$ cat src/logic/udp_tx_pkg.sv
package udp_tx_pkg;

    // Payload geometry
    localparam int DATA_WIDTH        = 64;
    localparam int WORD_BYTES        = 8;
    localparam int HALVES_PER_WORD   = 4;
    localparam int PAYLOAD_MAX_WORDS = 128;  // 1024 bytes, also FIFO depth
    localparam int FIFO_ADDR_WIDTH   = 7;

    typedef logic [DATA_WIDTH-1:0] word_t;
    typedef logic [47:0]           mac_t;
    typedef logic [31:0]           ip_addr_t;
    typedef logic [15:0]           len_t;
    typedef logic [31:0]           sum_t;
    typedef logic [15:0]           csum_t;
    typedef logic [7:0]            byte_t;
    typedef logic [4:0]            octet_cnt_t;

    typedef enum logic [2:0] {IDLE, ETH_HEAD, IP_HEAD, UDP_HEAD, UDP_DATA} tx_state_t;

    // Fixed station identity
    localparam mac_t        LOCAL_MAC = 48'hABCD_1234_5678;
    localparam ip_addr_t    LOCAL_IP  = 32'hC0A8_006E;
    localparam logic [15:0] LOCAL_SP  = 16'd8080;
    localparam logic [15:0] LOCAL_DP  = 16'd8080;

    localparam logic [15:0] ETH_TYPE_IP    = 16'h0800;
    localparam logic [15:0] IP_VER_TOS     = 16'h4500;  // IPv4, IHL 5, TOS 0
    localparam logic [15:0] IP_FLAG_OFFSET = 16'h4000;  // Don't fragment
    localparam logic [15:0] IP_TTL_PROTO   = 16'h8011;  // TTL 0x80, UDP
    localparam logic [15:0] IP_IDENT       = 16'h0000;
    localparam logic [15:0] UDP_PROTO      = 16'h0011;

    localparam len_t ETH_HEAD_LEN = 16'd14;
    localparam len_t IP_HEAD_LEN  = 16'd20;
    localparam len_t UDP_HEAD_LEN = 16'd8;

    // Constant parts of the checksums
    localparam sum_t IP_LOCAL_SUM = sum_t'(IP_VER_TOS) + sum_t'(IP_IDENT)
                                  + sum_t'(IP_FLAG_OFFSET) + sum_t'(IP_TTL_PROTO)
                                  + sum_t'(LOCAL_IP[31:16]) + sum_t'(LOCAL_IP[15:0]);
    // Pseudo header source address and protocol, plus both ports
    localparam sum_t UDP_LOCAL_SUM = sum_t'(LOCAL_IP[31:16]) + sum_t'(LOCAL_IP[15:0])
                                   + sum_t'(UDP_PROTO) + sum_t'(LOCAL_SP)
                                   + sum_t'(LOCAL_DP);

endpackage
$ cat src/logic/header_checksum.sv
`timescale 1ns/100ps

module header_checksum (
    input  logic                 axi_clk,
    input  logic                 local_rstn,
    input  logic                 i_frame_ready,
    input  udp_tx_pkg::len_t     i_ip_len,
    input  udp_tx_pkg::len_t     i_udp_len,
    input  udp_tx_pkg::sum_t     i_data_sum,
    input  udp_tx_pkg::ip_addr_t i_target_ip,
    output logic                 o_hdr_valid,
    output udp_tx_pkg::csum_t    o_ip_csum,
    output udp_tx_pkg::csum_t    o_udp_csum,
    output udp_tx_pkg::len_t     o_ip_len,
    output udp_tx_pkg::len_t     o_udp_len
);

    // 0 idle, 1 sums loaded, 2 folded once
    logic [1:0]       step;
    udp_tx_pkg::sum_t ip_acc;
    udp_tx_pkg::sum_t udp_acc;
    udp_tx_pkg::sum_t target_sum;

    // End-around carry of the upper half into the lower half
    function automatic udp_tx_pkg::sum_t fold(input udp_tx_pkg::sum_t s);
        return udp_tx_pkg::sum_t'(s[31:16]) + udp_tx_pkg::sum_t'(s[15:0]);
    endfunction

    assign target_sum = udp_tx_pkg::sum_t'(i_target_ip[31:16])
                      + udp_tx_pkg::sum_t'(i_target_ip[15:0]);

    always_ff @(posedge axi_clk) begin
        if (!local_rstn) begin
            step        <= 2'd0;
            o_hdr_valid <= 1'b0;
        end else begin
            o_hdr_valid <= (step == 2'd2);
            if (i_frame_ready) begin
                step <= 2'd1;
            end else if (step == 2'd2) begin
                step <= 2'd0;
            end else if (step != 2'd0) begin
                step <= step + 2'd1;
            end
        end
    end

    always_ff @(posedge axi_clk) begin
        if (i_frame_ready) begin
            ip_acc  <= udp_tx_pkg::IP_LOCAL_SUM + target_sum + udp_tx_pkg::sum_t'(i_ip_len);
            // UDP length counts twice, pseudo header and UDP header
            udp_acc <= udp_tx_pkg::UDP_LOCAL_SUM + target_sum + i_data_sum
                     + (udp_tx_pkg::sum_t'(i_udp_len) << 1);
        end else if (step == 2'd1) begin
            ip_acc  <= fold(ip_acc);
            udp_acc <= fold(udp_acc);
        end else if (step == 2'd2) begin
            o_ip_csum  <= ~udp_tx_pkg::csum_t'(fold(ip_acc));
            o_udp_csum <= ~udp_tx_pkg::csum_t'(fold(udp_acc));
            o_ip_len   <= i_ip_len;
            o_udp_len  <= i_udp_len;
        end
    end

endmodule

$ cat config.mk
export PLATFORM = sky130hd
export DESIGN_NAME = header_checksum
export DESIGN_NICKNAME = d
export VERILOG_FILES = /design/src/logic/udp_tx_pkg.sv /design/src/logic/header_checksum.sv
export SDC_FILE = /design/constraint.sdc
export NUM_CORES = 1
export LEC_CHECK = 0
export BUFFER_PORTS_ARGS = -buffer_cell sky130_fd_sc_hd__buf_2
export CORE_ASPECT_RATIO = 1.5
export CORE_UTILIZATION = 55
export CTS_CLUSTER_DIAMETER = 50
export DETAILED_ROUTE_END_ITERATION = 8
export MAX_ROUTING_LAYER = met4
export PLACE_DENSITY = 0.86
export SLEW_MARGIN = 10
export SYNTH_ARGS = -nofsm -noshare
export SYNTH_HDL_FRONTEND = slang
export SYNTH_SLANG_ARGS = --single-unit
$ cat constraint.sdc
create_clock -name axi_clk -period 6.2 [get_ports axi_clk]
set_clock_uncertainty 0.05 [all_clocks]
set_input_delay 0 -clock axi_clk [delete_from_list [all_inputs] [get_ports axi_clk]]
set_output_delay 0 -clock axi_clk [all_outputs]
set_load 0.01 [all_outputs]
# After elaboration in Yosys (flattened, before gate mapping)
# Index checks and enable logic that the tools add are counted.
dict set report op_classes {
  add_sub_neg 9
  n_eq_ne 2
  mux 7
  bitwise 5
  n_reduce_logical 5
}
# operator n
set ops {}
lappend ops {{32-bit 2-to-1 mux} 4}
lappend ops {{16-bit by 16-bit adder with 17-bit output} 3}
lappend ops {{17-bit by 17-bit adder with 18-bit output (first input constant)} 2}
lappend ops {{18-bit by 32-bit adder with 32-bit output} 1}
lappend ops {{32-bit by 17-bit adder with 32-bit output} 1}
lappend ops {{16-bit NOT} 2}
lappend ops {{18-bit by 16-bit adder with 19-bit output} 1}
lappend ops {{2-bit nonzero test} 2}
lappend ops {{1-bit 2-to-1 mux} 3}
lappend ops {{1-bit NOT} 3}
lappend ops {{3-bit AND reduction} 1}
lappend ops {{3-bit nonzero test} 1}
lappend ops {{3-bit OR reduction} 1}
lappend ops {{2-bit by 1-bit adder with 2-bit output (second input constant)} 1}
lappend ops {{2-bit by 1-bit == test with 1-bit output (second input constant)} 1}
lappend ops {{2-bit == test (second input constant)} 1}
dict set report totals {
  reg_bits 131
  inputBits 99
  out_inout_bits 65
  word_cells 37
}

# Depth between registers and ports, before layout
dict set report depth {
  word_depth 5
  depth_mapped 23
  depth_no_buf 21
}

# Worst setup path before layout
# OpenSTA, ideal clock, no wires.
dict set report synth_path {
  path_kind {input to register}
  from {input i_target_ip[0]}
  to {register udp_acc[19] (data pin)}
  setup_ps 266
  arrival_ps 4378
  required_time_ps 5884
  setup_slack_ps 1506
  path_stages 23
  n_path_buf 2
  cell_sequence {ha_1 inv_1 fa_1 nor2b_1 o31a_1 o31a_1 a2111o_1 a31o_1 a21oi_2 xor2_1 fa_1 inv_1 ha_1 ha_1 clkbuf_1 a21o_1 a21oi_1 o21a_1 a41oi_1 o41ai_2 buf_2 xor2_1 nor2_1}
}
dict set report synth_via {
  elab_chain_len 5
}
# item line_no
set synth_lines {}
lappend synth_lines {{from (decl)} header_checksum.sv:10} ;# input udp_tx_pkg::ip_addr_t i_target_ip,
lappend synth_lines {{16-bit by 16-bit adder with 17-bit output} header_checksum.sv:30} ;# + udp_tx_pkg::sum_t'(i_target_ip[15:0]);
lappend synth_lines {{17-bit by 17-bit adder with 18-bit output} header_checksum.sv:52} ;# udp_acc <= udp_tx_pkg::UDP_LOCAL_SUM + target_sum + i_data_sum
lappend synth_lines {{18-bit by 32-bit adder with 32-bit output} header_checksum.sv:52}
lappend synth_lines {{32-bit by 17-bit adder with 32-bit output} header_checksum.sv:53} ;# + (udp_tx_pkg::sum_t'(i_udp_len) << 1);
lappend synth_lines {{32-bit 2-to-1 mux} header_checksum.sv:49} ;# if (i_frame_ready) begin
lappend synth_lines {{to (signal assigned)} header_checksum.sv:52}
lappend synth_lines {{to (signal assigned)} header_checksum.sv:56} ;# udp_acc <= fold(udp_acc);
lappend synth_lines {{to (decl)} header_checksum.sv:21} ;# udp_tx_pkg::sum_t udp_acc;
# No other way between the ends.
# A chain may end at the register's enable or synchronous reset.

# Worst setup path in the final report
dict set report layout_path {
  from {input i_target_ip[0]}
  to {register udp_acc[21] (data pin)}
}
# Same word-level chain as after synthesis.

==> impl_metrics.json <==
{
  "multi_input_area_mm2": 0.00467,
  "power_density_mw_per_mm2": 387,
  "synth_nets": 1016,
  "ir_drop_mv": 0.247,
  "synth_area_mm2": 0.00853,
  "reg2reg_depth": 9,
  "use_met3": 0.0438,
  "layout_setup_ws_ns": 0.384,
  "cpMostUsedCell": "ha_1",
  "fin_nets": 1239,
  "yosys_register_bits": 118,
  "switching_share": 0.387,
  "drc": 0,
  "period_share": 0.938,
  "die_area_mm2": 0.0160,
  "grt_most_used_layer": "met2",
  "clock_tree.root_cell": "clkbuf_16",
  "wire_per_inst_um": 16.7,
  "cp_slowest_stage_delay_ns": 0.60,
  "io_buffers": 163,
  "cp.arrival_ns": 6.05,
  "grt_pass1_vias": 6811,
  "areaGrowthSynthToFinish_pct": 24.5,
  "rows": 55,
  "cts_tree": "yes",
  "hpwl_mm": 14.9,
  "vias": 6928,
  "seqPwrFrac": 0.299,
  "intPower_mw": 2.52,
  "use_met2": 0.487,
  "synthArstFlopShare": 0,
  "hold_violations": 0,
  "finalPower_mw": 4.10,
  "synth_seq_area_share": 0.412,
  "grt_overflow": 0,
  "grt_pass1_wl_mm": 32.7,
  "crit_fanout": 13,
  "grt_start_max_net_pins": 56,
  "final_max_slew_viol_count": 0,
  "register_area_mm2": 0.00351,
  "wl_mm": 20.5,
  "io_pins": 164,
  "startpoint": "i_target_ip[0]",
  "clock-sinks": 118,
  "drtIter0Drc": 320,
  "setup_viol": 0,
  "cpMaxStageDelayCell": "dlygate4sd3_1",
  "drt-pass1-iter-count": 6,
  "worstHoldStart": "i_data_sum[0]",
  "r2r-end": "udp_acc[16]",
  "fin_area_mm2": 0.0106,
  "min_to": "udp_acc[0]",
  "syn_inst": 790,
  "cts_buffers": 17,
  "final_core_util": 0.701,
  "max_slew_margin": 0.413,
  "grt.met1_usage": 0.294,
  "holdPathStages": 4,
  "clockBufferDepth": 2,
  "synth_edf_count": 115,
  "tns_ns": 0,
  "worst_slew_pin_slew_ns": 0.879,
  "dp_cells": 1143,
  "die_height_um": 155,
  "comb_power_share": 0.481,
  "maxCapViolCount": 0,
  "drive_gt1_frac": 0.201,
  "via_per_inst": 5.66,
  "clkSlewWorstSetupHoldPaths_ns": 0.05,
  "core_area_mm2": 0.0151,
  "fin_hold_ws_ns": 0.0630,
  "fmax_mhz": 172,
  "post_dp_cell_area_mm2": 0.00958,
  "grt_setup_unrepaired": "false",
  "worstSetupPathType": "in -> reg",
  "startpoint_type": "input pin",
  "antenna_found_initial": 0,
  "p_switching_mw": 1.59,
  "required_ns": 6.43,
  "clk_latency_ns": 0.42,
  "yosysWarningCount": 0,
  "syn_area_per_cell_um2": 10.8,
  "post_cts_resized": 0,
  "place.gp.congestion": 0.969,
  "power_frac_clock": 0.220,
  "synth.distinct_cells": 59,
  "end_kind": "flop",
  "dp_slack_ns": 1.01,
  "initial_utilization": 0.564,
  "yosysTopAreaCell": "edfxtp_1",
  "period_minus_slack_ns": 5.82,
  "netlist.area_leader.share": 0.405,
  "fillers": 1092,
  "cts_max_level": 4,
  "ant_nets": 0,
  "outcome": "finished, final reports clean",
  "r2r_start": "udp_acc[0]",
  "power.leakage_nw": 4.76,
  "hold_class": "in -> reg",
  "yosys-top-cells-area": "edfxtp_1, ha_1, fa_1",
  "instances_no_fill": 1224,
  "gr-usage-all-layers": 0.269,
  "synth_flop_cell": "edfxtp_1",
  "antenna_cells": 0,
  "r2r_slack_ns": 3.12,
  "die_w_um": 104
}
-- cell families (layout without fill, tap and decap cells) --
kind of cell,count (synthesis),in the layout,synth area share
mux,16,16,0.0188
compound gates,193,193,0.151
flops,118,118,0.412
xor+xnor,72,72,0.0739
buf+inv,95,330,0.0422
simple gates,169,169,0.0986
fa+ha+maj,127,127,0.204
-- worst max path at each step --
stage / slack (ns) / to / cells after the start
after floorplan: 1.51 / udp_acc[19] / 23
after global placement: 1.19 / udp_acc[31] / 23
after detailed placement: 1.01 / udp_acc[31] / 23
after CTS: 0.48 / udp_acc[21] / 25
after global routing: 0.11 / udp_acc[21] / 25
final: 0.38 / udp_acc[21] / 25
-- cells in the final DEF (no fill, tap or decap), types with 10 or more instances in the layout --
| master | synthesis | routed |
|---|---|---|
| a21o_1 | 25 | 25 |
| a21oi_1 | 51 | 51 |
| and3_1 | 10 | 10 |
| buf_2 | 3 | 163 |
| clkbuf_16 | 0 | 17 |
| dlygate4sd3_1 | 0 | 50 |
| edfxtp_1 | 115 | 115 |
| fa_1 | 20 | 20 |
| ha_1 | 107 | 107 |
| inv_1 | 81 | 81 |
| mux2i_1 | 16 | 16 |
| nand2_1 | 41 | 41 |
| nand2b_1 | 10 | 10 |
| nand3_1 | 12 | 12 |
| nor2_1 | 42 | 41 |
| nor2b_1 | 11 | 11 |
| o21a_1 | 11 | 11 |
| o21ai_0 | 33 | 33 |
| or3_1 | 10 | 10 |
| xnor2_1 | 38 | 38 |
| xor2_1 | 34 | 34 |
-- flip-flops by register name (all words and copies together) (netlist names) --
signal	cells
ip_acc	19
o_ip_csum	16
o_udp_csum	16
o_ip_len	16
o_hdr_valid	1
step	2
udp_acc	32
o_udp_len	16
-- worst max-delay path, delay by kind of cell --
kind                     cells  cell delay (ns)
AO/OA/AOI/OAI               12             2.46
AND/OR/NAND/NOR              1             0.08
XOR/XNOR                     1             0.30
buffers and inverters        6             1.69
adder cells (fa/ha/maj)      5             1.53
-- routing by layer --
layer | part of all wire | up-vias
met4 | 0.036 | 0
met5 | 0 | -
met1 | 0.38 | 3206
met2 | 0.52 | 324
li1 | - | 3345
met3 | 0.060 | 53
-- cell type report --
class / instances / share of cell area
clock inverters: 14 / 0.0105
repair buffers: 217 / 0.127
inverters: 82 / 0.0290
clock buffers: 17 / 0.0401
multi-input cells: 577 / 0.439
flip-flops and latches: 118 / 0.331
well taps: 199 / 0.0234
-- synth_stat cells, types with 11 or more instances --
| cell | count |
|---|---|
| nand2_1 | 41 |
| o21ai_0 | 33 |
| nand3_1 | 12 |
| edfxtp_1 | 115 |
| mux2i_1 | 16 |
| a21oi_1 | 51 |
| nor2b_1 | 11 |
| o21a_1 | 11 |
| fa_1 | 20 |
| xor2_1 | 34 |
| xnor2_1 | 38 |
| ha_1 | 107 |
| nor2_1 | 42 |
| a21o_1 | 25 |
| inv_1 | 81 |
-- timing repair --
| action | CTS | global route |
|---|---|---|
| setup endpoints to repair | 0 | 0 |
| hold buffers | 50 | 0 |
| setup buffers | 0 | 0 |
| hold endpoints to repair | 48 | 0 |
-- power groups by stage --
stage / logic (mW) / clock network [mW] / registers (mW)
3_3_place_gp: 1.81 / 0 / 1.23
3_5_place_dp: 1.87 / 0 / 1.24
2_1_floorplan: 1.44 / 0 / 1.22
5_1_grt: 2.18 / 0.934 / 1.24
4_1_cts: 1.95 / 0.907 / 1.22
6_report: 1.97 / 0.904 / 1.23
Power figures use the tool's default switching activity.
