==> src/logic/udp_tx_pkg.sv <==
package udp_tx_pkg;

    // Payload geometry
    localparam int DATA_WIDTH        = 64;
    localparam int WORD_BYTES        = 8;
    localparam int HALVES_PER_WORD   = 4;
    localparam int PAYLOAD_MAX_WORDS = 128;  // 1024 bytes, also FIFO depth
    localparam int FIFO_ADDR_WIDTH   = 7;

    typedef logic [DATA_WIDTH-1:0] word_t;
    typedef logic [47:0]           mac_t;
    typedef logic [31:0]           ip_addr_t;
    typedef logic [15:0]           len_t;
    typedef logic [31:0]           sum_t;
    typedef logic [15:0]           csum_t;
    typedef logic [7:0]            byte_t;
    typedef logic [4:0]            octet_cnt_t;

    typedef enum logic [2:0] {IDLE, ETH_HEAD, IP_HEAD, UDP_HEAD, UDP_DATA} tx_state_t;

    // Fixed station identity
    localparam mac_t        LOCAL_MAC = 48'hABCD_1234_5678;
    localparam ip_addr_t    LOCAL_IP  = 32'hC0A8_006E;
    localparam logic [15:0] LOCAL_SP  = 16'd8080;
    localparam logic [15:0] LOCAL_DP  = 16'd8080;

    localparam logic [15:0] ETH_TYPE_IP    = 16'h0800;
    localparam logic [15:0] IP_VER_TOS     = 16'h4500;  // IPv4, IHL 5, TOS 0
    localparam logic [15:0] IP_FLAG_OFFSET = 16'h4000;  // Don't fragment
    localparam logic [15:0] IP_TTL_PROTO   = 16'h8011;  // TTL 0x80, UDP
    localparam logic [15:0] IP_IDENT       = 16'h0000;
    localparam logic [15:0] UDP_PROTO      = 16'h0011;

    localparam len_t ETH_HEAD_LEN = 16'd14;
    localparam len_t IP_HEAD_LEN  = 16'd20;
    localparam len_t UDP_HEAD_LEN = 16'd8;

    // Constant parts of the checksums
    localparam sum_t IP_LOCAL_SUM = sum_t'(IP_VER_TOS) + sum_t'(IP_IDENT)
                                  + sum_t'(IP_FLAG_OFFSET) + sum_t'(IP_TTL_PROTO)
                                  + sum_t'(LOCAL_IP[31:16]) + sum_t'(LOCAL_IP[15:0]);
    // Pseudo header source address and protocol, plus both ports
    localparam sum_t UDP_LOCAL_SUM = sum_t'(LOCAL_IP[31:16]) + sum_t'(LOCAL_IP[15:0])
                                   + sum_t'(UDP_PROTO) + sum_t'(LOCAL_SP)
                                   + sum_t'(LOCAL_DP);

endpackage
==> src/logic/frame_sequencer.sv <==
`timescale 1ns/100ps

module frame_sequencer (
    input  logic                 axi_clk,
    input  logic                 local_rstn,
    input  logic                 i_hdr_valid,
    input  udp_tx_pkg::csum_t    i_ip_csum,
    input  udp_tx_pkg::csum_t    i_udp_csum,
    input  udp_tx_pkg::len_t     i_ip_len,
    input  udp_tx_pkg::len_t     i_udp_len,
    input  udp_tx_pkg::mac_t     i_target_mac,
    input  udp_tx_pkg::ip_addr_t i_target_ip,
    input  udp_tx_pkg::word_t    i_fifo_data,
    input  logic                 i_fifo_last,
    output logic                 o_fifo_pop,
    input  logic                 i_tready,
    output udp_tx_pkg::byte_t    o_tdata,
    output logic                 o_tvalid,
    output logic                 o_tlast
);

    // State and counters describe the byte held in o_tdata
    udp_tx_pkg::tx_state_t  state;
    udp_tx_pkg::tx_state_t  nxt_state;
    udp_tx_pkg::octet_cnt_t cnt;
    udp_tx_pkg::octet_cnt_t nxt_cnt;
    logic [2:0]             idx;      // Byte 0 is the word MSB
    logic [2:0]             nxt_idx;
    udp_tx_pkg::byte_t      nxt_byte;
    logic                   handshake;
    logic                   load;

    logic [111:0] eth_hdr;
    logic [159:0] ip_hdr;
    logic [63:0]  udp_hdr;

    assign eth_hdr = {i_target_mac, udp_tx_pkg::LOCAL_MAC, udp_tx_pkg::ETH_TYPE_IP};
    assign ip_hdr  = {udp_tx_pkg::IP_VER_TOS, i_ip_len, udp_tx_pkg::IP_IDENT,
                      udp_tx_pkg::IP_FLAG_OFFSET, udp_tx_pkg::IP_TTL_PROTO, i_ip_csum,
                      udp_tx_pkg::LOCAL_IP, i_target_ip};
    assign udp_hdr = {udp_tx_pkg::LOCAL_SP, udp_tx_pkg::LOCAL_DP, i_udp_len, i_udp_csum};

    assign handshake = o_tvalid && i_tready;
    // Frame start, or advance to the following byte
    assign load = (state == udp_tx_pkg::IDLE && i_hdr_valid) || (handshake && !o_tlast);

    // Word leaves the FIFO once its last byte sits in the output register
    assign o_fifo_pop = handshake && state == udp_tx_pkg::UDP_DATA && idx == 3'd6;

    always_comb begin
        nxt_state = state;
        nxt_cnt   = cnt;
        nxt_idx   = idx;
        case (state)
            udp_tx_pkg::IDLE: begin
                nxt_state = udp_tx_pkg::ETH_HEAD;
                nxt_cnt   = '0;
            end
            udp_tx_pkg::ETH_HEAD: begin
                if (cnt == udp_tx_pkg::octet_cnt_t'(udp_tx_pkg::ETH_HEAD_LEN - 1)) begin
                    nxt_state = udp_tx_pkg::IP_HEAD;
                    nxt_cnt   = '0;
                end else begin
                    nxt_cnt = cnt + 1'b1;
                end
            end
            udp_tx_pkg::IP_HEAD: begin
                if (cnt == udp_tx_pkg::octet_cnt_t'(udp_tx_pkg::IP_HEAD_LEN - 1)) begin
                    nxt_state = udp_tx_pkg::UDP_HEAD;
                    nxt_cnt   = '0;
                end else begin
                    nxt_cnt = cnt + 1'b1;
                end
            end
            udp_tx_pkg::UDP_HEAD: begin
                if (cnt == udp_tx_pkg::octet_cnt_t'(udp_tx_pkg::UDP_HEAD_LEN - 1)) begin
                    nxt_state = udp_tx_pkg::UDP_DATA;
                    nxt_idx   = '0;
                end else begin
                    nxt_cnt = cnt + 1'b1;
                end
            end
            udp_tx_pkg::UDP_DATA: nxt_idx = idx + 3'd1;  // Wraps into the next word
            default:              nxt_state = udp_tx_pkg::IDLE;
        endcase
    end

    // Byte at the next position, header fields sent MSB first
    always_comb begin
        case (nxt_state)
            udp_tx_pkg::ETH_HEAD: nxt_byte = eth_hdr[8*(13 - nxt_cnt) +: 8];
            udp_tx_pkg::IP_HEAD:  nxt_byte = ip_hdr[8*(19 - nxt_cnt) +: 8];
            udp_tx_pkg::UDP_HEAD: nxt_byte = udp_hdr[8*(7 - nxt_cnt) +: 8];
            udp_tx_pkg::UDP_DATA: nxt_byte = i_fifo_data[8*(7 - nxt_idx) +: 8];
            default:              nxt_byte = '0;
        endcase
    end

    always_ff @(posedge axi_clk) begin
        if (!local_rstn) begin
            state    <= udp_tx_pkg::IDLE;
            cnt      <= '0;
            idx      <= '0;
            o_tvalid <= 1'b0;
            o_tlast  <= 1'b0;
        end else if (handshake && o_tlast) begin
            state    <= udp_tx_pkg::IDLE;  // Frame done
            o_tvalid <= 1'b0;
            o_tlast  <= 1'b0;
        end else if (load) begin
            state    <= nxt_state;
            cnt      <= nxt_cnt;
            idx      <= nxt_idx;
            o_tvalid <= 1'b1;
            // Head word is still the current one here
            o_tlast  <= nxt_state == udp_tx_pkg::UDP_DATA && nxt_idx == 3'd7 && i_fifo_last;
        end
    end

    always_ff @(posedge axi_clk) begin
        if (load) begin
            o_tdata <= nxt_byte;
        end
    end

endmodule

==> config.mk <==
export PLATFORM = sky130hd
export DESIGN_NAME = frame_sequencer
export DESIGN_NICKNAME = d
export VERILOG_FILES = /design/src/logic/udp_tx_pkg.sv /design/src/logic/frame_sequencer.sv
export SDC_FILE = /design/constraint.sdc
export NUM_CORES = 1
export LEC_CHECK = 0
export BUFFER_PORTS_ARGS = -buffer_cell sky130_fd_sc_hd__buf_4
export CAP_MARGIN = 5
export CORE_UTILIZATION = 35
export CTS_BUF_LIST = sky130_fd_sc_hd__clkbuf_4
export DETAILED_ROUTE_END_ITERATION = 8
export MAX_ROUTING_LAYER = met4
export PLACE_DENSITY = 0.72
export SLEW_MARGIN = 15
export SYNTH_ARGS = -nofsm -noshare
export SYNTH_HDL_FRONTEND = slang
export SYNTH_SLANG_ARGS = --single-unit
==> constraint.sdc <==
create_clock -name axi_clk -period 4.1 [get_ports axi_clk]
set_input_delay 0.41 -clock axi_clk [delete_from_list [all_inputs] [get_ports axi_clk]]
set_output_delay 0.41 -clock axi_clk [all_outputs]
set_load 0.005 [all_outputs]
# Yosys cells after proc, flatten, opt, wreduce, memory -nomap -nowiden
# Index checks and enable logic that the tools add are counted.
op_classes:
  add_sub_neg: 6
  eq_ne: 13
  n_shift: 4
  n_mux: 11
  bitwise: 2
  n_reduce_logical: 13
op_table:
  columns: ["op", "n"]
  rows:
  - ["$shiftx A160 B33 Y8", 1]
  - ["$shiftx A64 B33 Y8", 2]
  - ["$shiftx A112 B33 Y8", 1]
  - ["$pmux W8 S4", 1]
  - ["$pmux W5 S4", 1]
  - ["$mux W5", 3]
  - ["$pmux W3 S5", 1]
  - ["$eq A3 B2 Y1 const B", 4]
  - ["$eq A3 B3 Y1 const B", 4]
  - ["$mux W3", 4]
  - ["$logic_and A1 B1 Y1", 8]
  - ["$eq A3 B1 Y1 const B", 2]
  - ["$pmux W3 S2", 1]
  - ["$sub A3 B5 Y6 const A", 1]
  - ["$sub A4 B5 Y6 const A", 1]
  - ["$sub A5 B5 Y6 const A", 1]
  - ["$add A5 B1 Y5 const B", 1]
  - ["$eq A5 B3 Y1 const B", 1]
  - ["$eq A5 B4 Y1 const B", 1]
  - ["$eq A5 B5 Y1 const B", 1]
  - ["$sub A3 B3 Y4 const A", 1]
  - ["$add A3 B1 Y3 const B", 1]
  - ["$logic_not A3 Y1", 1]
  - ["$not A1 Y1", 2]
  - ["other kinds (4)", 4]
word_totals:
  register_bits: 21
  input_bits: 213
  out_inout_bits: 11
  word_cells: 55

# Depth between registers and ports, before layout
# Gate-level depths: netlist (run 1).
logic_depth:
  depth_word: 6
  depth_mapped: 18
  mapped_depth_nobuf: 14

# Worst setup path before layout (run 1)
# Ideal clock, no wire load.
synth_path:
  kind: "register -> register"
  start: "register cnt[1]"
  end: "register o_tdata[1] (data pin)"
  setup_ns: 0.267
  arrival_ns: 3.311
  t_required_ns: 3.833
  path_slack_ns: 0.522
  path_stages_with_launch: 17
  n_path_buf: 3
  period_less_slack_ns: 3.578
  cell_sequence: "dfxtp_1 inv_1 ha_1 and4b_1 buf_6 nor3b_2 a211o_1 inv_1 clkbuf_1 ha_1 inv_1 a21oi_1 or2_0 clkbuf_1 a21oi_1 o311ai_1 nand4_1"
synth_via:
  elab_chain_len: 6
  word_cells_on_any_way: 27
  cone_classes: "add/sub (5); eq/ne (7); shift (4); mux (11)"
synth_rtl:
  columns: ["item", "line_no", "text"]
  rows:
  - ["from (decl)", "frame_sequencer.sv:25", "udp_tx_pkg::octet_cnt_t cnt;"]
  - ["from (signal assigned)", "frame_sequencer.sv:112", "cnt <= nxt_cnt;"]
  - ["$add A5 B1 Y5 (tied with other cells)", "frame_sequencer.sv:64, frame_sequencer.sv:72, frame_sequencer.sv:80", null]
  - ["$mux W5 (on tied branches)", "frame_sequencer.sv:76, frame_sequencer.sv:60, frame_sequencer.sv:68", null]
  - ["$pmux W5 S4 (*)", "frame_sequencer.sv:54", "case (state)"]
  - ["named net nxt_cnt[2]", "frame_sequencer.sv:26", "udp_tx_pkg::octet_cnt_t nxt_cnt;"]
  - ["$sub A5 B5 Y6 (tied with other cells)", "frame_sequencer.sv:92", "udp_tx_pkg::IP_HEAD: nxt_byte = ip_hdr[8*(19 - nxt_cnt) +: 8];"]
  - ["$shiftx A160 B33 Y8 (tied with other cells)", "frame_sequencer.sv:92", null]
  - ["$pmux W8 S4 (*)", "frame_sequencer.sv:90", "case (nxt_state)"]
  - ["named net nxt_byte[1]", "frame_sequencer.sv:29", "udp_tx_pkg::byte_t nxt_byte;"]
  - ["to (signal assigned)", "frame_sequencer.sv:122", "o_tdata <= nxt_byte;"]
  - ["to (decl)", "frame_sequencer.sv:17", "output udp_tx_pkg::byte_t o_tdata,"]
# Mark *: on every way through the listed nets, which the timed path passes. The rest lies on a longest branch.
# A chain may end at the register's enable or synchronous reset.

# Worst setup path in the final report (run 1)
layout_path:
  start: "register cnt[1]"
  end: "register o_tdata[2] (data pin)"
# Same word-level chain as after synthesis.

==> results of run 1 <==
metal layers:
metal	global-route usage	routed length, um
met2	0.4969	8338
met5	-	0
met3	0.03260	1518
met1	0.3461	7065
met4	0.06952	287
power groups by stage:
stage / clock network [uW] / registers, uW / logic [uW]
floorplan: 0 / 263 / 414
global placement: 0 / 274 / 696
detailed placement: 0 / 274 / 701
CTS: 119 / 269 / 703
global route: 128 / 272 / 764
finish: 117 / 270 / 706
worst max-delay path by stage:
stage                      start         end  slack (ns)  cells after the start
final                     cnt[1]  o_tdata[2]        0.32                     12
after global routing      cnt[1]  o_tdata[2]        0.01                     12
after CTS                 cnt[1]  o_tdata[2]        0.13                     12
after detailed placement  cnt[1]  o_tdata[2]        0.17                     12
after global placement    cnt[1]  o_tdata[2]        0.39                     12
after floorplan           cnt[1]  o_tdata[1]        0.52                     16
through the flow:
step | hold slack [ns] | total power [uW] | utilization
floorplan | 0.4916 | 677.1 | -
global placement | 0.5035 | 969.3 | 0.5235
detailed placement | 0.5129 | 975.0 | 0.5235
CTS | 0.3866 | 1091 | 0.5262
global route | 0.3779 | 1164 | 0.5267
finish | 0.3888 | 1092 | 0.5267
worst reg2reg max path: stages, from the launching register on:
cell       delay, ns
dfxtp_1         0.53
ha_1            0.32
nand4bb_2       0.36
a21oi_2         0.36
a21o_1          0.33
inv_1           0.12
ha_1            0.23
a211oi_1        0.36
or3_1           0.32
o21ai_0         0.13
nand3_1         0.11
a21oi_1         0.06
a311o_1         0.33
cell usage after synthesis (7+ instances only):
cell type  instances
o21ai_0           28
ha_1              12
a211oi_1           8
dfxtp_1           13
inv_1              8
a21oi_1           38
o21ai_1            8
clkbuf_1          14
nor3_1            17
mux2i_1           27
a211o_1            7
edfxtp_1           8
nand4_1            7
nor2_1            19
nand2_1          157
and3_1            16
nand3_1           27
buf_2             24
a31oi_1           19
layout by cell type, fill, tap and decap left out, types with 16 or more instances in the layout:
master	Yosys	routed
nor2_1	19	19
a21oi_1	38	38
nand2_1	157	157
o21ai_0	28	28
nor3_1	17	17
and3_1	16	16
buf_4	4	240
a31oi_1	19	19
mux2i_1	27	27
nand3_1	27	27
flip-flops by register name, indices dropped and copies added, names as in the netlist:
name,cells
cnt,5
idx,3
o_tdata,8
o_tlast,1
o_tvalid,1
state,3
final cells by class:
type	count	area [um2]	area share
Multi-Input combinational cell	521	3244	0.5585
Timing Repair Buffer	241	1822	0.3136
Inverter	10	37.54	0.006461
Tap cell	140	175.2	0.03015
Sequential cell	21	500.5	0.08615
Clock buffer	4	30.03	0.005169
cells by family after synthesis:
| group | Yosys count | synth area share |
|---|---|---|
| adders and majority gates | 12 | 0.03709 |
| buffers and inverters | 60 | 0.07604 |
| muxes | 31 | 0.08068 |
| xor gates and xnor gates | 7 | 0.01886 |
| AOI/OAI and AO/OA | 187 | 0.3308 |
| DFF | 21 | 0.1236 |
| and+or+nand+nor | 284 | 0.3329 |
==> qor.yml, run 1 <==
powerDensity_mw_per_mm2: 188.0
arrival_ns: 3.87
timing.rr.end: "o_tdata[2]"
ys_types: 81
ys_seq_elements: 21
ys_seq_area_frac: 0.1236
hold_path_startpoint: "local_rstn"
port_buffers: 223
post-synth-top-area-cell: "nand2_1"
syn-num-nets: 827
io-pin-count: 224
die_h_um: 109.5
ctsHoldBuffers: 0
fin_cells: 937
crit_top_cell: "ha_1"
clock_skew_ns: 0.004243
postPlaceCellArea_mm2: 0.005774
clockBufferDepth: 2
grt_pass1_vias: 5180
rrSetupSlack_ns: 0.32
drv_slew: 0
min_to: "idx[0]"
place_ws_ns: 0.1748
path_buf_inv: 1
grt_max_degree: 39
avgRoutedWirePerCell_um: 18.37
synth.top_cell.area_share: 0.1456
dieArea_mm2: 0.01200
dpl.hpwl_um: 13870
gp_congestion: 0.9435
post-cts-setup-buffer-count: 0
synth_area_mm2: 0.004048
power.switching_uw: 453.5
hp-class: "primary input to register"
p_seq_frac: 0.247
drv_cap: 0
syn_area_per_cell_um2: 6.724
cts_tree: "built"
synthFlopType: "dfxtp_1"
crit_family: "compound AO/OA/AOI/OAI gates"
worstSetupStartpointType: "register"
status: "finished clean"
fillers: 1109
peakVddDrop_uv: 109.6
critPathMaxFanout: 11
fin_setup_tns_ns: 0
p_int_uw: 638.9
final_antenna_net_count: 0
antenna_found_initial: 0
start_util: 0.3669
required_ns: 4.19
crit_type: "register to register"
drcViolationCount: 0
core_area_mm2: 0.01103
stdcell_area_mm2: 0.005809
async_reset_ff_frac: 0
htree_levels: 1
worstPathCellList: "ha_1, nand4bb_2, a21oi_2, a21o_1, inv_1, ha_1, a211oi_1, or3_1, o21ai_0, nand3_1, a21oi_1, a311o_1"
diodes: 0
finalCritPeriodShare: 0.9216
clock_sinks: 21
synth_warnings: 0
synthCells: 602
die_x_um: 109.5
dr.pass1.iters: 5
grt_pass1_wl_um: 25810
tightest_slew_ns: 1.170
cpPeakStageDelay_ns: 0.53
r2r-start: "cnt[1]"
fmaxAchievable_ghz: 0.2647
crit_path_end_kind: "register"
rsz0062_at_grt: "false"
grt-ovfl-total: 0
vias_per_cell: 5.847
area_delta_synth_final_pct: 43.52
nets: 1023
reg2reg_depth: 12
synthTopCellsByArea: "nand2_1, mux2i_1, dfxtp_1"
vias: 5479
placedCellCount: 933
worst_slack_ns: 0.3215
drt_iter0_drc: 549
clock_power_share: 0.107
hold_viol: 0
slew_headroom: 0.2145
power.leakage_uw: 0.002640
crit_slowest_cell: "dfxtp_1"
cts_resized: 0
wirelength_um: 17210
ctsRootBufferMaster: "clkbuf_4"
synth_edf_count: 8
path_clk_slew_ns: 0.13
p_sw_frac: 0.4151
layout_min_cycle_time_ns: 3.778
min_path_cells: 2
cts_buffers: 3
rows: 38
grt.total_usage: 0.2837
drive_above_1_share: 0.3350
setup_viol: 0
comb_power_share: 0.646
clock_latency_ns: 0.32
(Power assumes the default switching activity.)
==> run 2, diff against run 1 <==
Settings changed: MAX_ROUTING_LAYER met4 to default.
==> run 2 against run 1 <==
Sequential cell count did not move. Critical path type unchanged. Largest cell class unchanged. Clock power barely moved. Largest power group unchanged. Setup slack barely moved. Critical endpoint is now o_tdata[5].
==> qor.yml, run 2 (synthesized netlist as in run 1, its figures left out) <==
mostFrequentLayoutCells: "buf_4, nand2_1, a21oi_1, o21ai_0"
die_h_um: 109.5  # unchanged
path_clk_slew_ns: 0.14  # about the same
vias: 5480  # +0.018%
power.leakage_uw: 0.002647  # +0.27%
rsz0062_at_grt: "false"
antenna_found_initial: 0  # unchanged
worstSetupStartpointType: "register"
wirelength_um: 17260  # +0.29%
clockBufferDepth: 2  # unchanged
worstPathCellList: "inv_1, ha_1, and4b_1, nor3b_2, a211o_1, buf_4, ha_1, xnor2_2, nor2_1, nor3_1, a211oi_1, nand4b_1"
cts_tree: "built"
crit_family: "simple AND/OR/NAND/NOR gates"
crit_type: "register to register"
peakVddDrop_uv: 148.1  # +35%
drv_slew: 0  # unchanged
core_area_mm2: 0.01103  # unchanged
rows: 38  # unchanged
required_ns: 4.17  # -0.02 ns
setup_viol: 0  # unchanged
drcViolationCount: 0  # unchanged
slew_headroom: 0.4714  # +0.2570
hp-class: "primary input to register"
stdcell_area_mm2: 0.005826  # +0.28%
powerDensity_mw_per_mm2: 188.7  # +0.37%
setup.worst_path.end: "o_tdata[5]"
clock_sinks: 21  # unchanged
grt_pass1_vias: 5209  # +0.56%
crit_slowest_cell: "xnor2_2"
hold_viol: 0  # unchanged
clock_latency_ns: 0.32  # about the same
gp_congestion: 0.9231  # -2.2%
drv_cap: 0  # unchanged
top_register: "o_tdata"
vias_per_cell: 5.848  # about the same
final_antenna_net_count: 0  # unchanged
path_buf_inv: 2  # +1
arrival_ns: 3.85  # -0.02 ns
port_buffers: 223  # unchanged
ctsRootBufferMaster: "clkbuf_4"
crit_path_start: "cnt[1]"
crit_path_end_kind: "register"
layout.core_utilization: 0.5281  # +0.001475
drive_above_1_share: 0.3363  # +0.001255
drt_iter0_drc: 500  # -8.9%
fin_cells: 937  # unchanged
die_x_um: 109.5  # unchanged
regArea_um2: 500.5  # unchanged
dieArea_mm2: 0.01200  # unchanged
grt.total_usage: 0.2785  # -0.005263
timing.rr.end: "o_tdata[5]"
grt_pass1_wl_um: 26070  # +0.99%
clock_skew_ns: 0.007519  # +0.003275 ns
reg2reg_depth: 12  # unchanged
avgRoutedWirePerCell_um: 18.42  # +0.29%
multi_input_area_mm2: 0.003248  # +0.12%
io-pin-count: 224  # unchanged
grt-ovfl-total: 0  # unchanged
rrSetupSlack_ns: 0.32  # about the same
fin_setup_tns_ns: 0  # unchanged
nets: 1023  # unchanged
critPathMaxFanout: 18  # +7
grt_max_degree: 39  # unchanged
dpl.hpwl_um: 13900  # +0.24%
crit_top_cell: "ha_1"
placedCellCount: 933  # unchanged
postPlaceCellArea_mm2: 0.005787  # +0.22%
layout_min_cycle_time_ns: 3.778  # -0.00002400 ns
diodes: 0  # unchanged
fmaxAchievable_ghz: 0.2647  # about the same
finalCritPeriodShare: 0.9216  # about the same
status: "finished clean"
fillers: 1102  # -0.63%
top_regs: "o_tdata x8, cnt x5"
start_util: 0.3669  # unchanged
largest_register_ff_count: 8  # unchanged
final_common_cell: "buf_4"
cpPeakStageDelay_ns: 0.65  # +0.12 ns
tightest_slew_ns: 0.7890  # -0.3815 ns
r2r-start: "cnt[1]"
area_delta_synth_final_pct: 43.93
htree_levels: 1  # unchanged
cp.depth: 12  # unchanged
cts_buffers: 3  # unchanged
dr.pass1.iters: 5  # unchanged
## run 2: cell counts in the layout (fill, tap and decap cells not counted)
Identical to the previous run, type by type.
## run 2: where the power goes
part	leakage, uW	total (uW)	internal (uW)	switching, uW
sequential	0.000185	268	245	23.0
clock	0.0000184	120	44.7	75.0
combinational	0.00244	711	351	360
total	0.00265	1100	641	458
## run 2: worst min path at each step
stage | endpoint | depth (start not counted) | slack, ns | start
after floorplan | o_tlast | 2 | 0.49 | o_tlast
after global placement | o_tvalid | 2 | 0.50 | o_tvalid
after detailed placement | o_tvalid | 2 | 0.52 | o_tvalid
after CTS | idx[1] | 2 | 0.38 | local_rstn
after global routing | cnt[1] | 2 | 0.38 | local_rstn
final | cnt[0] | 2 | 0.39 | local_rstn
## run 2: worst reg2reg max path, delay by kind of cell, from the launching register on
kind,cells,cell delay (ns)
AO/OA/AOI/OAI,2,0.49
XOR/XNOR,1,0.65
adder cells (fa/ha/maj),2,0.42
buffers and inverters,2,0.30
flip-flops,1,0.51
AND/OR/NAND/NOR,5,1.16
## run 2: metrics by stage
step	worst slack (ns)	hold slack [ns]	total power, uW
after CTS	0.2489	0.3820	1096
after global placement	0.4014	0.5044	971.2
final	0.3216	0.3890	1099
after detailed placement	0.2848	0.5169	975.5
after global routing	0.06777	0.3791	1171
after floorplan	0.5217	0.4916	677.1
## run 2: layout make-up
| type | count | share of cell area |
|---|---|---|
| inverter | 10 | 0.006443 |
| sequential | 21 | 0.08591 |
| tap | 140 | 0.03007 |
| clock buffer | 4 | 0.005155 |
| multi-input combinational | 521 | 0.5576 |
| timing repair buffer | 241 | 0.3149 |
## run 2: what timing repair did
item / in CTS / in global routing
gates resized for setup: 0 / 1
endpoints found under the setup margin: 0 / 4
hold endpoints to repair: 0 / 0
setup buffers: 0 / 0
hold buffers: 0 / 0
## run 2: layer usage
layer  global-route usage  part of all wire
met2               0.4928              0.48
met1               0.3574              0.42
met3              0.02312             0.080
met4              0.08381             0.023
met5                    0                 0
==> run 3, diff against run 2 <==
Settings changed: ABC_AREA from default to 1, PLACE_DENSITY 0.72 to 0.71.
==> run 3 against run 2 <==
The flow now finishes with violations (DRC). Fmax grew 6.3%. Count of clock-buffer cells in the layout did not move. Design area about the same. Die area up 2.7%. Sequential share of layout area about the same. Sequential power grew 39%. Utilization decreased by 2.2 points. Register-to-register slack improved by 0.22 ns. Combinational power increased to 3.0 times the previous value. Critical path depth grew 6. Synthesized cell count grew 27%. Routed wire length is 7.3% lower. Critical path type unchanged. Critical endpoint is now o_tdata[1].
==> qor.yml, run 3 <==
antenna_found_initial: 0  # unchanged
synthTopCellsByArea: "nand2_1, nand3_1, dfxtp_1"
worstPathCellList: "inv_2, nand3_2, inv_2, nand2_2, nand3_4, nor2_4, nor2_2, ha_1, a21oi_2, clkinv_1, nand2_1, nand2_1, nand3_1, nor2_1, nor2_1, nand2_1, a21oi_1, nand2_1"
io-pin-count: 224  # unchanged
postPlaceCellArea_mm2: 0.005798  # +0.19%
die_h_um: 111.0  # +1.3%
worstSetupStartpointType: "register"
crit_top_cell: "nand2_1"
fin_setup_tns_ns: 0  # unchanged
r2r-start: "state[2]"
status: "complete, but fails checks"
layout_min_cycle_time_ns: 3.555  # -0.2234 ns
regArea_um2: 500.5  # unchanged
setup_viol: 0  # unchanged
dieArea_mm2: 0.01232  # +2.7%
cts_buffers: 3  # unchanged
clock_latency_ns: 0.32  # about the same
rsz0062_at_grt: "false"
crit_type: "register to register"
place_ws_ns: 0.6277  # +0.3428 ns
grt_pass1_wl_um: 26070  # unchanged
hp-class: "primary input to register"
rows: 39  # +2.6%
min_to: "o_tlast"
final_common_cell: "nand2_1"
fmaxAchievable_ghz: 0.2813  # +6.3%
diodes: 0  # unchanged
final_antenna_net_count: 0  # unchanged
crit_family: "simple AND/OR/NAND/NOR gates"
vias: 5710  # +4.2%
cts_resized: 0  # unchanged
drv_slew: 0  # unchanged
fillers: 1292  # +17%
grt.total_usage: 0.2564  # -0.02206
async_reset_ff_frac: 0  # unchanged
tightest_slew_ns: 0.7359  # -0.05308 ns
avgRoutedWirePerCell_um: 14.57  # -21%
clock_skew_ns: 0.004843  # -0.002676 ns
reg2reg_depth: 18  # +6
multi_input_area_mm2: 0.003194  # -1.7%
clock_sinks: 21  # unchanged
required_ns: 4.19  # +0.02 ns
port_buffers: 223  # unchanged
core_area_mm2: 0.01152  # +4.4%
power.leakage_uw: 0.003028  # +14%
grt_max_degree: 56  # +44%
synth_edf_count: 8  # unchanged
powerDensity_mw_per_mm2: 451.1  # +140%
largest_register_ff_count: 8  # unchanged
yosysMostFrequentCell: "nand2_1"
post-cts-setup-buffer-count: 0  # unchanged
busiest_layer: "met2"
crit_path_end_kind: "register"
synth.top_cell.area_share: 0.2401  # +0.09455
wirelength_um: 16000  # -7.3%
nets: 1181  # +15%
synth_common_cells: "nand2_1, nand3_1, nor2_1, inv_1, a21oi_1"
slew_headroom: 0.5093  # +0.03791
gp_congestion: 0.8936  # -3.2%
top_regs: "o_tdata x8, cnt x5"
synth_area_mm2: 0.004158  # +2.7%
clockBufferDepth: 2  # unchanged
drcViolationCount: 22  # +22
finalCritPeriodShare: 0.8671  # -0.05450
mostFrequentLayoutCells: "nand2_1, buf_4, nand3_1, nor2_1, inv_1"
ys_seq_area_frac: 0.1204  # -0.003274
die_x_um: 111.0  # +1.3%
arrival_ns: 3.65  # -0.20 ns
grt-ovfl-total: 0  # unchanged
hold_path_startpoint: "i_fifo_last"
violations: "DRC"
grt_pass1_vias: 5359  # +2.9%
ctsHoldBuffers: 0  # unchanged
worst_slack_ns: 0.5450  # +0.2234 ns
htree_levels: 1  # unchanged
synthFlopType: "dfxtp_1"
rrSetupSlack_ns: 0.55  # +0.22 ns
hold_viol: 0  # unchanged
ys_seq_elements: 21  # unchanged
synthCells: 765  # +27%
stdcell_area_mm2: 0.005828  # about the same
use_met3: 0.02679  # +0.003673
top_register: "o_tdata"
ys_types: 45  # -44%
drive_above_1_share: 0.2984  # -0.03783
cts_tree: "built"
dpl.hpwl_um: 12540  # -9.8%
use_met2: 0.4637  # -0.02908
critPathMaxFanout: 19  # +1
dr.pass1.iters: 7  # +2
peakVddDrop_uv: 163.0  # +10%
min_path_cells: 3  # +1
layout.core_utilization: 0.5061  # -0.02205
start_util: 0.3610  # -0.005908
drv_cap: 0  # unchanged
crit_slowest_cell: "dfxtp_1"
syn_area_per_cell_um2: 5.435  # -19%
timing.rr.end: "o_tdata[1]"
area_delta_synth_final_pct: 40.17
post-synth-top-area-cell: "nand2_1"
cpPeakStageDelay_ns: 0.70  # +0.05 ns
drt_iter0_drc: 359  # -28%
path_clk_slew_ns: 0.13  # about the same
syn-num-nets: 990  # +20%
ctsRootBufferMaster: "clkbuf_4"
vias_per_cell: 5.200  # -11%
synth_warnings: 0  # unchanged
met1_usage: 0.3232  # -0.03430
path_buf_inv: 3  # +1
-- run 3: cell types whose count changed in the layout (fill, tap and decap cells not counted), sizes merged, moves of 13 or more --
| cell | delta |
|---|---|
| nor2 | +41 |
| nand4 | +22 |
| a31oi | -20 |
| inv | +49 |
| buf | -15 |
| nor3 | -13 |
| and3 | -15 |
| nand2 | +123 |
| nand3 | +131 |
| mux2i | -27 |
-- run 3: where the power goes --
part	internal (uW)	switching, uW	leakage, uW	total [uW]
registers	316	56.2	0.000186	372
logic	764	1380	0.00282	2140
clock network	44.7	70.7	0.0000184	115
-- run 3: routing by layer --
metal | vias to the layer above | routed length, um
met2 | 232 | 7836
met1 | 2530 | 6828
met5 | - | 0
met4 | 0 | 294
li1 | 2927 | -
met3 | 21 | 1038
-- run 3: stage by stage --
step	hold slack (ns)	total power (uW)	std cells
6_report	0.3691	2629	1098
3_3_place_gp	0.4627	2500	1094
2_1_floorplan	0.4596	1957	765
3_5_place_dp	0.4691	2500	1094
4_1_cts	0.3665	2618	1098
5_1_grt	0.3961	2909	1098
-- run 3: worst max-delay path by stage --
stage                        start    endpoint  slack [ns]  cells past startpoint
after floorplan             cnt[1]  o_tdata[2]        0.96                     20
after global placement    state[2]  o_tdata[1]        0.65                     18
after detailed placement  state[2]  o_tdata[1]        0.63                     18
after CTS                 state[2]  o_tdata[1]        0.61                     18
after global routing        cnt[1]  o_tdata[1]        0.18                     21
final                     state[2]  o_tdata[1]        0.55                     18
-- run 3: kinds of logic (layout without fill, tap and decap cells) --
kind of cell             Yosys count  after routing  synth area share
adder cells (fa/ha/maj)           12             12           0.03611
AND/OR/NAND/NOR                  543            543            0.6049
buffers and inverters            100            290            0.1113
XOR/XNOR                           2              2          0.006020
flip-flops                        21             21            0.1204
AO/OA/AOI/OAI                     87             87            0.1213
-- run 3: tightest hold or removal path, cell delays in order --
cell	delay, ns
buf_4	0.11
nand4_1	0.08
a21oi_1	0.06
-- run 3: layout make-up --
type | instances | share of cell area
repair buffers | 226 | 0.2911
clock buffers | 4 | 0.005152
multi-input cells | 644 | 0.5481
flip-flops and latches | 21 | 0.08587
inverters | 60 | 0.03907
well taps | 143 | 0.03070
